`config.mk`:
```
export PLATFORM = sky130hd
export DESIGN_NAME = cipher_round_ctrl
export DESIGN_NICKNAME = d
export VERILOG_FILES = /design/src/common/cipher_ctrl_pkg.sv /design/src/round_fsm/round_fsm.sv /design/src/cipher_round_ctrl.sv /design/src/rail_combine.sv /design/src/sp2v_chk.sv
export SDC_FILE = /design/constraint.sdc
export NUM_CORES = 1
export LEC_CHECK = 0
export BUFFER_PORTS_ARGS = -buffer_cell sky130_fd_sc_hd__clkbuf_2
export CORE_MARGIN = 5
export CORE_UTILIZATION = 25
export DETAILED_ROUTE_END_ITERATION = 10
export PLACE_DENSITY = 0.46
export SETUP_SLACK_MARGIN = 0.5
export SYNTH_ARGS = -nofsm -noshare
export SYNTH_HDL_FRONTEND = slang
export SYNTH_SLANG_ARGS = --single-unit
```
`constraint.sdc`:
```
create_clock -name clk_i -period 2.45 [get_ports clk_i]
set_input_delay 0.3675 -clock clk_i [delete_from_list [all_inputs] [get_ports clk_i]]
set_output_delay 0.3675 -clock clk_i [all_outputs]
set_load 0.01 [all_outputs]
```
`src/common/cipher_ctrl_pkg.sv`:
```
// Cipher round control definitions

package cipher_ctrl_pkg;

  ////////////////////
  // Sparse levels
  ////////////////////

  localparam int unsigned Sp2VWidth = 2;
  localparam int unsigned NumRails  = Sp2VWidth;  // One rail per sparse bit
  localparam int unsigned NumSp2VIn = 5;          // Sparse levels seen by the feeder

  // Bit i belongs to rail i and the upper bit is active low
  typedef enum logic [Sp2VWidth-1:0] {
    SP2V_HIGH = 2'b01,
    SP2V_LOW  = 2'b10
  } sp2v_e;

  // Raw per-rail bits of a logic high level
  localparam logic [Sp2VWidth-1:0] Sp2VLogicHigh = SP2V_HIGH;

  // Maps a true-polarity bit onto rail i of a sparse level and back again
  function automatic logic sp2v_rail_bit(logic b, int unsigned i);
    return b ~^ Sp2VLogicHigh[i];
  endfunction

  ////////////////////
  // Operation
  ////////////////////

  typedef enum logic [1:0] {
    CIPH_FWD = 2'b01,
    CIPH_INV = 2'b10
  } ciph_op_e;

  typedef enum logic [2:0] {
    KEY_128 = 3'b001,
    KEY_192 = 3'b010,
    KEY_256 = 3'b100
  } key_len_e;

  localparam int unsigned RndCtrWidth = 4;

  localparam logic [RndCtrWidth-1:0] Rounds128 = 4'd10;
  localparam logic [RndCtrWidth-1:0] Rounds192 = 4'd12;
  localparam logic [RndCtrWidth-1:0] Rounds256 = 4'd14;

  ////////////////////
  // Selectors and FSM
  ////////////////////

  typedef enum logic [2:0] {
    STATE_INIT  = 3'b001,
    STATE_ROUND = 3'b010,
    STATE_CLEAR = 3'b100
  } state_sel_e;

  typedef enum logic [2:0] {
    ADD_RK_INIT  = 3'b001,
    ADD_RK_ROUND = 3'b010,
    ADD_RK_FINAL = 3'b100
  } add_rk_sel_e;

  typedef enum logic [2:0] {
    IDLE   = 3'b000,
    INIT   = 3'b011,
    ROUND  = 3'b101,
    FINISH = 3'b110,
    ERROR  = 3'b111
  } ctrl_state_e;

  // Feeder to rail, all levels in true polarity
  typedef struct packed {
    logic     in_valid;
    logic     out_ready;
    logic     crypt_q;
    logic     dec_key_gen_q;
    logic     dec_key_gen;    // Sampled at acceptance
    ciph_op_e op;
    key_len_e key_len;
    logic     err;            // Sticky fault
  } rail_in_t;

  // Rail to combiner
  typedef struct packed {
    logic                   in_ready;
    logic                   out_valid;
    logic                   crypt_d;
    logic                   dec_key_gen_d;
    logic                   state_we;
    logic                   key_dec_we;
    logic                   alert;
    state_sel_e             state_sel;
    add_rk_sel_e            add_rk_sel;
    logic [RndCtrWidth-1:0] rnd_ctr;
  } rail_out_t;

  // Selectors towards the data path and key expansion
  typedef struct packed {
    state_sel_e             state_sel;
    add_rk_sel_e            add_rk_sel;
    ciph_op_e               key_expand_op;
    logic [RndCtrWidth-1:0] key_expand_round;
  } ctrl_sel_t;

endpackage

```
`src/round_fsm/round_fsm.sv`:
```
// Single rail round sequencer
`timescale 1ns/1ps

module round_fsm import cipher_ctrl_pkg::*; (
  input  logic      clk_i,
  input  logic      rst_ni,
  input  rail_in_t  rail_i,
  output rail_out_t rail_o
);

  ctrl_state_e            state_q;
  ctrl_state_e            state_d;
  logic [RndCtrWidth-1:0] rnd_ctr_q;
  logic [RndCtrWidth-1:0] rnd_ctr_d;
  logic [RndCtrWidth-1:0] rnd_lim_q;   // Total rounds of the current block
  logic [RndCtrWidth-1:0] rnd_lim_d;
  logic [RndCtrWidth-1:0] rnd_lim_new;
  logic [RndCtrWidth-1:0] rnd_last;
  logic                   len_err;
  logic                   op_err;

  ////////////////////
  // Configuration
  ////////////////////

  always_comb begin : decode_key_len
    len_err     = 1'b0;
    rnd_lim_new = Rounds128;
    case (rail_i.key_len)
      KEY_128: rnd_lim_new = Rounds128;
      KEY_192: rnd_lim_new = Rounds192;
      KEY_256: rnd_lim_new = Rounds256;
      default: len_err     = 1'b1;
    endcase
  end

  assign op_err   = !(rail_i.op inside {CIPH_FWD, CIPH_INV});
  assign rnd_last = rnd_lim_q - 1'b1;   // Last middle round

  ////////////////////
  // FSM
  ////////////////////

  always_comb begin : fsm_comb
    state_d   = state_q;
    rnd_ctr_d = rnd_ctr_q;
    rnd_lim_d = rnd_lim_q;

    // Quiet defaults
    rail_o               = '0;
    rail_o.state_sel     = STATE_CLEAR;
    rail_o.add_rk_sel    = ADD_RK_INIT;
    rail_o.rnd_ctr       = rnd_ctr_q;
    rail_o.crypt_d       = rail_i.crypt_q;        // Hold
    rail_o.dec_key_gen_d = rail_i.dec_key_gen_q;  // Hold

    case (state_q)
      IDLE: begin
        rail_o.in_ready = 1'b1;
        if (rail_i.in_valid) begin
          if (op_err || len_err) begin
            state_d = ERROR;
          end else begin
            state_d              = INIT;
            rnd_ctr_d            = '0;
            rnd_lim_d            = rnd_lim_new;
            rail_o.crypt_d       = 1'b1;
            rail_o.dec_key_gen_d = rail_i.dec_key_gen;
          end
        end
      end

      // Initial round, key addition only
      INIT: begin
        rail_o.state_we   = 1'b1;
        rail_o.state_sel  = STATE_INIT;
        rail_o.add_rk_sel = ADD_RK_INIT;
        rnd_ctr_d         = rnd_ctr_q + 1'b1;
        state_d           = ROUND;
      end

      ROUND: begin
        rail_o.state_we   = 1'b1;
        rail_o.state_sel  = STATE_ROUND;
        rail_o.add_rk_sel = ADD_RK_ROUND;
        rnd_ctr_d         = rnd_ctr_q + 1'b1;
        if (rnd_ctr_q == rnd_last) begin
          state_d = FINISH;
        end
      end

      // Selectors hold while the output waits
      FINISH: begin
        rail_o.state_sel  = STATE_ROUND;
        rail_o.add_rk_sel = ADD_RK_FINAL;
        if (rail_i.dec_key_gen_q) begin
          // Final round key goes to the decryption key register
          rail_o.key_dec_we    = 1'b1;
          rail_o.crypt_d       = 1'b0;
          rail_o.dec_key_gen_d = 1'b0;
          rnd_ctr_d            = '0;
          state_d              = IDLE;
        end else begin
          rail_o.out_valid = 1'b1;
          if (rail_i.out_ready) begin
            rail_o.crypt_d       = 1'b0;
            rail_o.dec_key_gen_d = 1'b0;
            rnd_ctr_d            = '0;
            state_d              = IDLE;
          end
        end
      end

      // Terminal
      ERROR: begin
        rail_o.alert         = 1'b1;
        rail_o.crypt_d       = 1'b0;
        rail_o.dec_key_gen_d = 1'b0;
      end

      default: begin
        rail_o.alert = 1'b1;
        state_d      = ERROR;
      end
    endcase

    // A fault overrides the sequence and silences the strobes at once
    if (rail_i.err) begin
      state_d           = ERROR;
      rail_o.in_ready   = 1'b0;
      rail_o.out_valid  = 1'b0;
      rail_o.state_we   = 1'b0;
      rail_o.key_dec_we = 1'b0;
    end
  end

  always_ff @(posedge clk_i or negedge rst_ni) begin : fsm_regs
    if (!rst_ni) begin
      state_q   <= IDLE;
      rnd_ctr_q <= '0;
      rnd_lim_q <= Rounds128;
    end else begin
      state_q   <= state_d;
      rnd_ctr_q <= rnd_ctr_d;
      rnd_lim_q <= rnd_lim_d;
    end
  end

endmodule

```
`src/cipher_round_ctrl.sv`:
```
// Cipher round controller top
`timescale 1ns/1ps

module cipher_round_ctrl import cipher_ctrl_pkg::*; (
  input  logic      clk_i,
  input  logic      rst_ni,

  // Block handshake
  input  sp2v_e     in_valid_i,
  output sp2v_e     in_ready_o,
  output sp2v_e     out_valid_o,
  input  sp2v_e     out_ready_i,

  // Operation and status
  input  ciph_op_e  op_i,
  input  key_len_e  key_len_i,
  output sp2v_e     crypt_o,
  input  sp2v_e     dec_key_gen_i,
  output sp2v_e     dec_key_gen_o,
  input  logic      alert_fatal_i,

  // Data path and key path control
  output sp2v_e     state_we_o,
  output sp2v_e     key_dec_we_o,
  output ctrl_sel_t sel_o,
  output logic      alert_o
);

  rail_in_t  [NumRails-1:0] rails_in;
  rail_out_t [NumRails-1:0] rails_out;
  logic                     mismatch;

  ////////////////////
  // Feeder
  ////////////////////

  sp2v_chk u_sp2v_chk (
    .clk_i           ( clk_i         ),
    .rst_ni          ( rst_ni        ),
    .in_valid_i      ( in_valid_i    ),
    .out_ready_i     ( out_ready_i   ),
    .crypt_q_i       ( crypt_o       ),  // Checked like an input
    .dec_key_gen_q_i ( dec_key_gen_o ),
    .dec_key_gen_i   ( dec_key_gen_i ),
    .op_i            ( op_i          ),
    .key_len_i       ( key_len_i     ),
    .mismatch_i      ( mismatch      ),
    .alert_fatal_i   ( alert_fatal_i ),
    .rails_o         ( rails_in      )
  );

  ////////////////////
  // Rails
  ////////////////////

  for (genvar i = 0; i < NumRails; i++) begin : gen_rail
    round_fsm u_round_fsm (
      .clk_i  ( clk_i        ),
      .rst_ni ( rst_ni       ),
      .rail_i ( rails_in[i]  ),
      .rail_o ( rails_out[i] )
    );
  end

  ////////////////////
  // Combiner
  ////////////////////

  rail_combine u_rail_combine (
    .clk_i           ( clk_i         ),
    .rst_ni          ( rst_ni        ),
    .rails_i         ( rails_out     ),
    .op_i            ( op_i          ),
    .in_ready_o      ( in_ready_o    ),
    .out_valid_o     ( out_valid_o   ),
    .state_we_o      ( state_we_o    ),
    .key_dec_we_o    ( key_dec_we_o  ),
    .crypt_q_o       ( crypt_o       ),
    .dec_key_gen_q_o ( dec_key_gen_o ),
    .sel_o           ( sel_o         ),
    .alert_o         ( alert_o       ),
    .mismatch_o      ( mismatch      )
  );

endmodule

```
`src/rail_combine.sv`:
```
// Rail combiner and status registers
`timescale 1ns/1ps

module rail_combine import cipher_ctrl_pkg::*; (
  input  logic                     clk_i,
  input  logic                     rst_ni,
  input  rail_out_t [NumRails-1:0] rails_i,
  input  ciph_op_e                 op_i,
  output sp2v_e                    in_ready_o,
  output sp2v_e                    out_valid_o,
  output sp2v_e                    state_we_o,
  output sp2v_e                    key_dec_we_o,
  output sp2v_e                    crypt_q_o,
  output sp2v_e                    dec_key_gen_q_o,
  output ctrl_sel_t                sel_o,
  output logic                     alert_o,
  output logic                     mismatch_o
);

  rail_out_t            comb;   // OR of all rails
  logic [Sp2VWidth-1:0] in_ready_raw;
  logic [Sp2VWidth-1:0] out_valid_raw;
  logic [Sp2VWidth-1:0] state_we_raw;
  logic [Sp2VWidth-1:0] key_dec_we_raw;
  logic [Sp2VWidth-1:0] crypt_raw;
  logic [Sp2VWidth-1:0] dec_key_gen_raw;
  sp2v_e                crypt_d;
  sp2v_e                crypt_q;
  sp2v_e                dec_key_gen_d;
  sp2v_e                dec_key_gen_q;

  // Any rail off the OR result is a disagreement
  always_comb begin : combine_rails
    comb       = '0;
    mismatch_o = 1'b0;
    for (int i = 0; i < NumRails; i++) begin
      comb = rail_out_t'(comb | rails_i[i]);
    end
    for (int i = 0; i < NumRails; i++) begin
      if (rails_i[i] != comb) begin
        mismatch_o = 1'b1;
      end
    end
  end

  // Each rail drives its own bit of the sparse outputs
  always_comb begin : reencode
    for (int unsigned i = 0; i < NumRails; i++) begin
      in_ready_raw[i]    = sp2v_rail_bit(rails_i[i].in_ready, i);
      out_valid_raw[i]   = sp2v_rail_bit(rails_i[i].out_valid, i);
      state_we_raw[i]    = sp2v_rail_bit(rails_i[i].state_we, i);
      key_dec_we_raw[i]  = sp2v_rail_bit(rails_i[i].key_dec_we, i);
      crypt_raw[i]       = sp2v_rail_bit(rails_i[i].crypt_d, i);
      dec_key_gen_raw[i] = sp2v_rail_bit(rails_i[i].dec_key_gen_d, i);
    end
  end

  assign in_ready_o    = sp2v_e'(in_ready_raw);
  assign out_valid_o   = sp2v_e'(out_valid_raw);
  assign state_we_o    = sp2v_e'(state_we_raw);
  assign key_dec_we_o  = sp2v_e'(key_dec_we_raw);
  assign crypt_d       = sp2v_e'(crypt_raw);
  assign dec_key_gen_d = sp2v_e'(dec_key_gen_raw);

  always_ff @(posedge clk_i or negedge rst_ni) begin : reg_status
    if (!rst_ni) begin
      crypt_q       <= SP2V_LOW;
      dec_key_gen_q <= SP2V_LOW;
    end else begin
      crypt_q       <= crypt_d;
      dec_key_gen_q <= dec_key_gen_d;
    end
  end

  assign crypt_q_o       = crypt_q;
  assign dec_key_gen_q_o = dec_key_gen_q;

  assign sel_o.state_sel        = comb.state_sel;
  assign sel_o.add_rk_sel       = comb.add_rk_sel;
  // Key generation always expands forward from acceptance on
  assign sel_o.key_expand_op    = (dec_key_gen_d == SP2V_HIGH || dec_key_gen_q == SP2V_HIGH) ?
                                  CIPH_FWD : op_i;
  assign sel_o.key_expand_round = comb.rnd_ctr;
  assign alert_o                = comb.alert;

endmodule

```
`src/sp2v_chk.sv`:
```
// Sparse input check and rail feeder
`timescale 1ns/1ps

module sp2v_chk import cipher_ctrl_pkg::*; (
  input  logic                    clk_i,
  input  logic                    rst_ni,
  input  sp2v_e                   in_valid_i,
  input  sp2v_e                   out_ready_i,
  input  sp2v_e                   crypt_q_i,
  input  sp2v_e                   dec_key_gen_q_i,
  input  sp2v_e                   dec_key_gen_i,
  input  ciph_op_e                op_i,
  input  key_len_e                key_len_i,
  input  logic                    mismatch_i,     // Rail disagreement
  input  logic                    alert_fatal_i,
  output rail_in_t [NumRails-1:0] rails_o
);

  logic [NumSp2VIn-1:0][Sp2VWidth-1:0] sp_raw;
  logic                                enc_err;
  logic                                err_q;

  // Index 0 is in_valid
  assign sp_raw = {dec_key_gen_i, dec_key_gen_q_i, crypt_q_i, out_ready_i, in_valid_i};

  always_comb begin : check_enc
    enc_err = 1'b0;
    for (int s = 0; s < NumSp2VIn; s++) begin
      if (!(sp_raw[s] inside {SP2V_HIGH, SP2V_LOW})) begin
        enc_err = 1'b1;
      end
    end
  end

  // Sticky until reset
  always_ff @(posedge clk_i or negedge rst_ni) begin : reg_err
    if (!rst_ni) begin
      err_q <= 1'b0;
    end else begin
      err_q <= err_q | enc_err | mismatch_i | alert_fatal_i;
    end
  end

  // Rail i gets bit i of every level with its polarity undone
  always_comb begin : fan_out
    for (int unsigned i = 0; i < NumRails; i++) begin
      rails_o[i].in_valid      = sp2v_rail_bit(sp_raw[0][i], i);
      rails_o[i].out_ready     = sp2v_rail_bit(sp_raw[1][i], i);
      rails_o[i].crypt_q       = sp2v_rail_bit(sp_raw[2][i], i);
      rails_o[i].dec_key_gen_q = sp2v_rail_bit(sp_raw[3][i], i);
      rails_o[i].dec_key_gen   = sp2v_rail_bit(sp_raw[4][i], i);
      rails_o[i].op            = op_i;
      rails_o[i].key_len       = key_len_i;
      rails_o[i].err           = err_q;
    end
  end

endmodule

```
==> results by group <==
Worst setup path
  • R2r setup slk: 350 ps
  • Crit Path Max Fanout: 2
  • R2R cell count: 8
  • Crit path capture type: output pin
  • Critical Path RT: 2080 ps
  • Arrival @ worst endpoint: 1880 ps
  • Startpoint types: flip-flop
  • CP Class: flip-flop to output pin

STA
  • Setup TNS: 0 ps
  • Final period utilization: 91.9%
  • Slew Limit Fails: 0
  • Finish-stage setup viols: 0
  • Final Hold Viols: 0
  • Worst-margin pin slew: 625 ps
  • Final Critical Period: 2250 ps
  • RSZ-0062 raised after global routing: yes
  • Hold WS: 87.2 ps
  • Fmax: 0.444 GHz
  • Fin Clk Skew: 3.83 ps
  • Slew headroom: 58.4%

Floorplanning
  • Die area: 9560 sq um
  • Num ports: 39
  • Die width: 97.8 microns
  • # rows: 32
  • Core outline area: 7610 sq um
  • Die Span Y: 97.8 microns
  • Initial core utilization: 25.3%

Global route
  • Met2 GRT Util: 22.7%
  • Total track usage: 13.5%
  • Global Route met3 Usage: 1.86%
  • Most Used Layer, Global Route: met2
  • Met1 global-route usage: 18.3%
  • Vias in the first global route: 2120
  • Largest net degree at the start of global routing: 24
  • GR Overflow Total: 0
  • Initial antenna violation count: 0
  • First-pass GRT wire length: 10.5 mm

Synth
  • Asr flop ratio synth: 100%
  • Ys flop type: dfrtp_1
  • Yosys Warn Count: 0
  • Syn Area/Cell: 8.03 sq um
  • Synthesized instance count: 240
  • Cell variety after synth: 48
  • Syn Nets: 259
  • Synth Register Bits: 23
  • Synth Cell Area: 1930 sq um
  • Register area share after synthesis: 30.1%
  • Count of flip-flops with a built-in enable after synthesis: 0

Drt
  • Pre-antenna DRT Iters: 4
  • DR vias: 2007
  • DR vias/cell: 4.79
  • Final WL: 6.58 mm
  • Number of remaining DRC errors: 0
  • DRT iter0 DRCs: 62
  • Per-cell routed wire length: 15.7 microns
  • Routed Antenna Nets: 0

Pwr
  • Standby leakage power: 1.31 nW
  • Combinational Power Share: 10.5%
  • VDD IR max: 0.000220 V
  • P_sw: 197 uW
  • Internal power: 532 uW
  • Power Density: 245 nW/um^2
  • Clock power frac: 35.4%
  • Sequential power share: 54.1%
  • Switch share: 27.0%

Clocking
  • Clock Latency Late Sink: 280 ps
  • Clk buf depth: 2
  • CTS tree: built
  • H-tree levels: 1
  • Post-CTS Hold Buffers: 0
  • Number of buffers created by CTS: 3
  • Sink Count: 23
  • Clock root buffer: clkbuf_8
  • Clk slew on worst S/H paths: 100 ps

Final layout
  • Diode count: 0
  • Fin util: 39.1%
  • Layout cells sized above 1: 47.0%
  • Fin nets: 337
  • Layout area overhead: 54.2%
  • Multi-input gate area: 1480 sq um
  • Sequential cell area: 581 sq um
  • FILL cells: 806

Place
  • Gpl congestion: 0.799
  • DP HPWL: 4.41 mm
  • PortBufs: 38

Job
  • Max_cap viols: 0

Min path
  • Hold Path Class: input pin to async pin

Status
  • Outcome: completed
through the flow:
step / std cells / setup slack, ps / cell area [sq um] / power [mW]
global route: 419 / 96.6 / 2970 / 0.760
finish: 419 / 198 / 2970 / 0.729
detailed placement: 375 / 216 / 2280 / 0.476
global placement: 375 / 215 / 2280 / 0.475
CTS: 407 / 160 / 2670 / 0.739
floorplan: 240 / 395 / 1970 / 0.437
synthesized netlist by cell type, types with 5 or more instances:
master    count  share of area (%)
a21oi_1      11                2.9
buf_2         5                1.3
clkbuf_1      6                1.2
dfrtp_1      19                 25
ha_1          5                3.2
inv_1         9                1.8
nand2_1      30                5.8
nand2b_1     11                3.6
nor2_1       16                3.1
nor2b_1       5                1.6
nor3_1        6                1.6
o21ai_0      16                4.2
o21ai_1       5                1.3
o22ai_1       6                1.9
or2_2         5                1.6
or3_1         5                1.6
xnor2_1       9                4.1
xor2_1       15                6.8
power groups by stage:
stage | sequential [mW] | combinational, mW | clock (mW)
floorplan | 0.399 | 0.0384 | 0
global placement | 0.402 | 0.0733 | 0
detailed placement | 0.402 | 0.0741 | 0
CTS | 0.395 | 0.0753 | 0.269
global route | 0.396 | 0.0852 | 0.279
finish | 0.395 | 0.0763 | 0.258
sequential cells by signal, summed over array words and instances (netlist names):
register                        cells
gen_rail.u_round_fsm.rnd_ctr_q      8
gen_rail.u_round_fsm.state_q        6
gen_rail.u_round_fsm.rnd_lim_q      4
u_rail_combine.crypt_q_o            2
u_rail_combine.dec_key_gen_q_o      2
u_sp2v_chk.err_q                    1
layout make-up:
class | instances | share of cell area, %
Timing Repair Buffer | 89 | 23.7
Clock buffer | 3 | 1.39
Sequential cell | 23 | 19.5
Multi-Input combinational cell | 192 | 49.8
Clock inverter | 1 | 0.168
Inverter | 9 | 1.14
Tap cell | 102 | 4.29
cell families (layout without fill, tap and decap cells):
| logic type | Yosys count | count (layout) | synth area share (%) |
|---|---|---|---|
| multiplexers | 2 | 2 | 1.30 |
| adder cells (fa/ha/maj) | 5 | 5 | 3.25 |
| AND/OR/NAND/NOR | 101 | 101 | 28.0 |
| flip-flops | 23 | 23 | 30.1 |
| buffers and inverters | 25 | 102 | 5.97 |
| XOR/XNOR | 24 | 24 | 10.9 |
| AO/OA/AOI/OAI | 60 | 60 | 20.5 |
repair_timing:
item,CTS,global route
setup buffers,28,10
setup endpoints to repair,16,26
pin swaps,16,23
gates cloned,0,2
resized for setup,37,43
layer usage:
metal / wire, microns / share of wire, %
met1: 3120 / 47
met4: 48 / 0.73
met2: 3190 / 49
met5: 0 / 0
met3: 215 / 3.3
critical path: stages, from the launching register on:
cell      delay [ps]
dfrtp_1          430
nor3_4           210
nand2b_1         130
nor2_4           140
mux2_4           330
a21oi_4          130
and2_4           150
buf_6             90
path summary, 6_finish.rpt:
| path | start | end |
|---|---|---|
| hold reg to reg | gen_rail[0].u_round_fsm.rnd_lim_q[1] | gen_rail[0].u_round_fsm.rnd_lim_q[1] |
| hold / removal | rst_ni | gen_rail[0].u_round_fsm.state_q[0] |
| setup reg to reg | gen_rail[1].u_round_fsm.state_q[1] | u_sp2v_chk.err_q |
| max in group asynchronous | rst_ni | gen_rail[1].u_round_fsm.rnd_ctr_q[0] |
| setup / recovery | gen_rail[1].u_round_fsm.state_q[1] | sel_o[5] |
| min in group clk_i | key_len_i[0] | gen_rail[1].u_round_fsm.rnd_lim_q[2] |
layout by cell type, fill, tap and decap left out, types with 5 or more instances in the layout:
master,n
xnor2_1,9
buf_6,12
clkbuf_2,30
buf_2,5
o21ai_1,6
xor2_1,12
a21oi_1,10
nand2_4,7
nand2b_1,8
o22ai_1,5
o21ai_0,15
or3_1,5
buf_4,35
nand2_1,21
dfrtp_1,19
nor2_1,14
inv_1,6
Note: power is estimated with default switching activity, not from simulation.
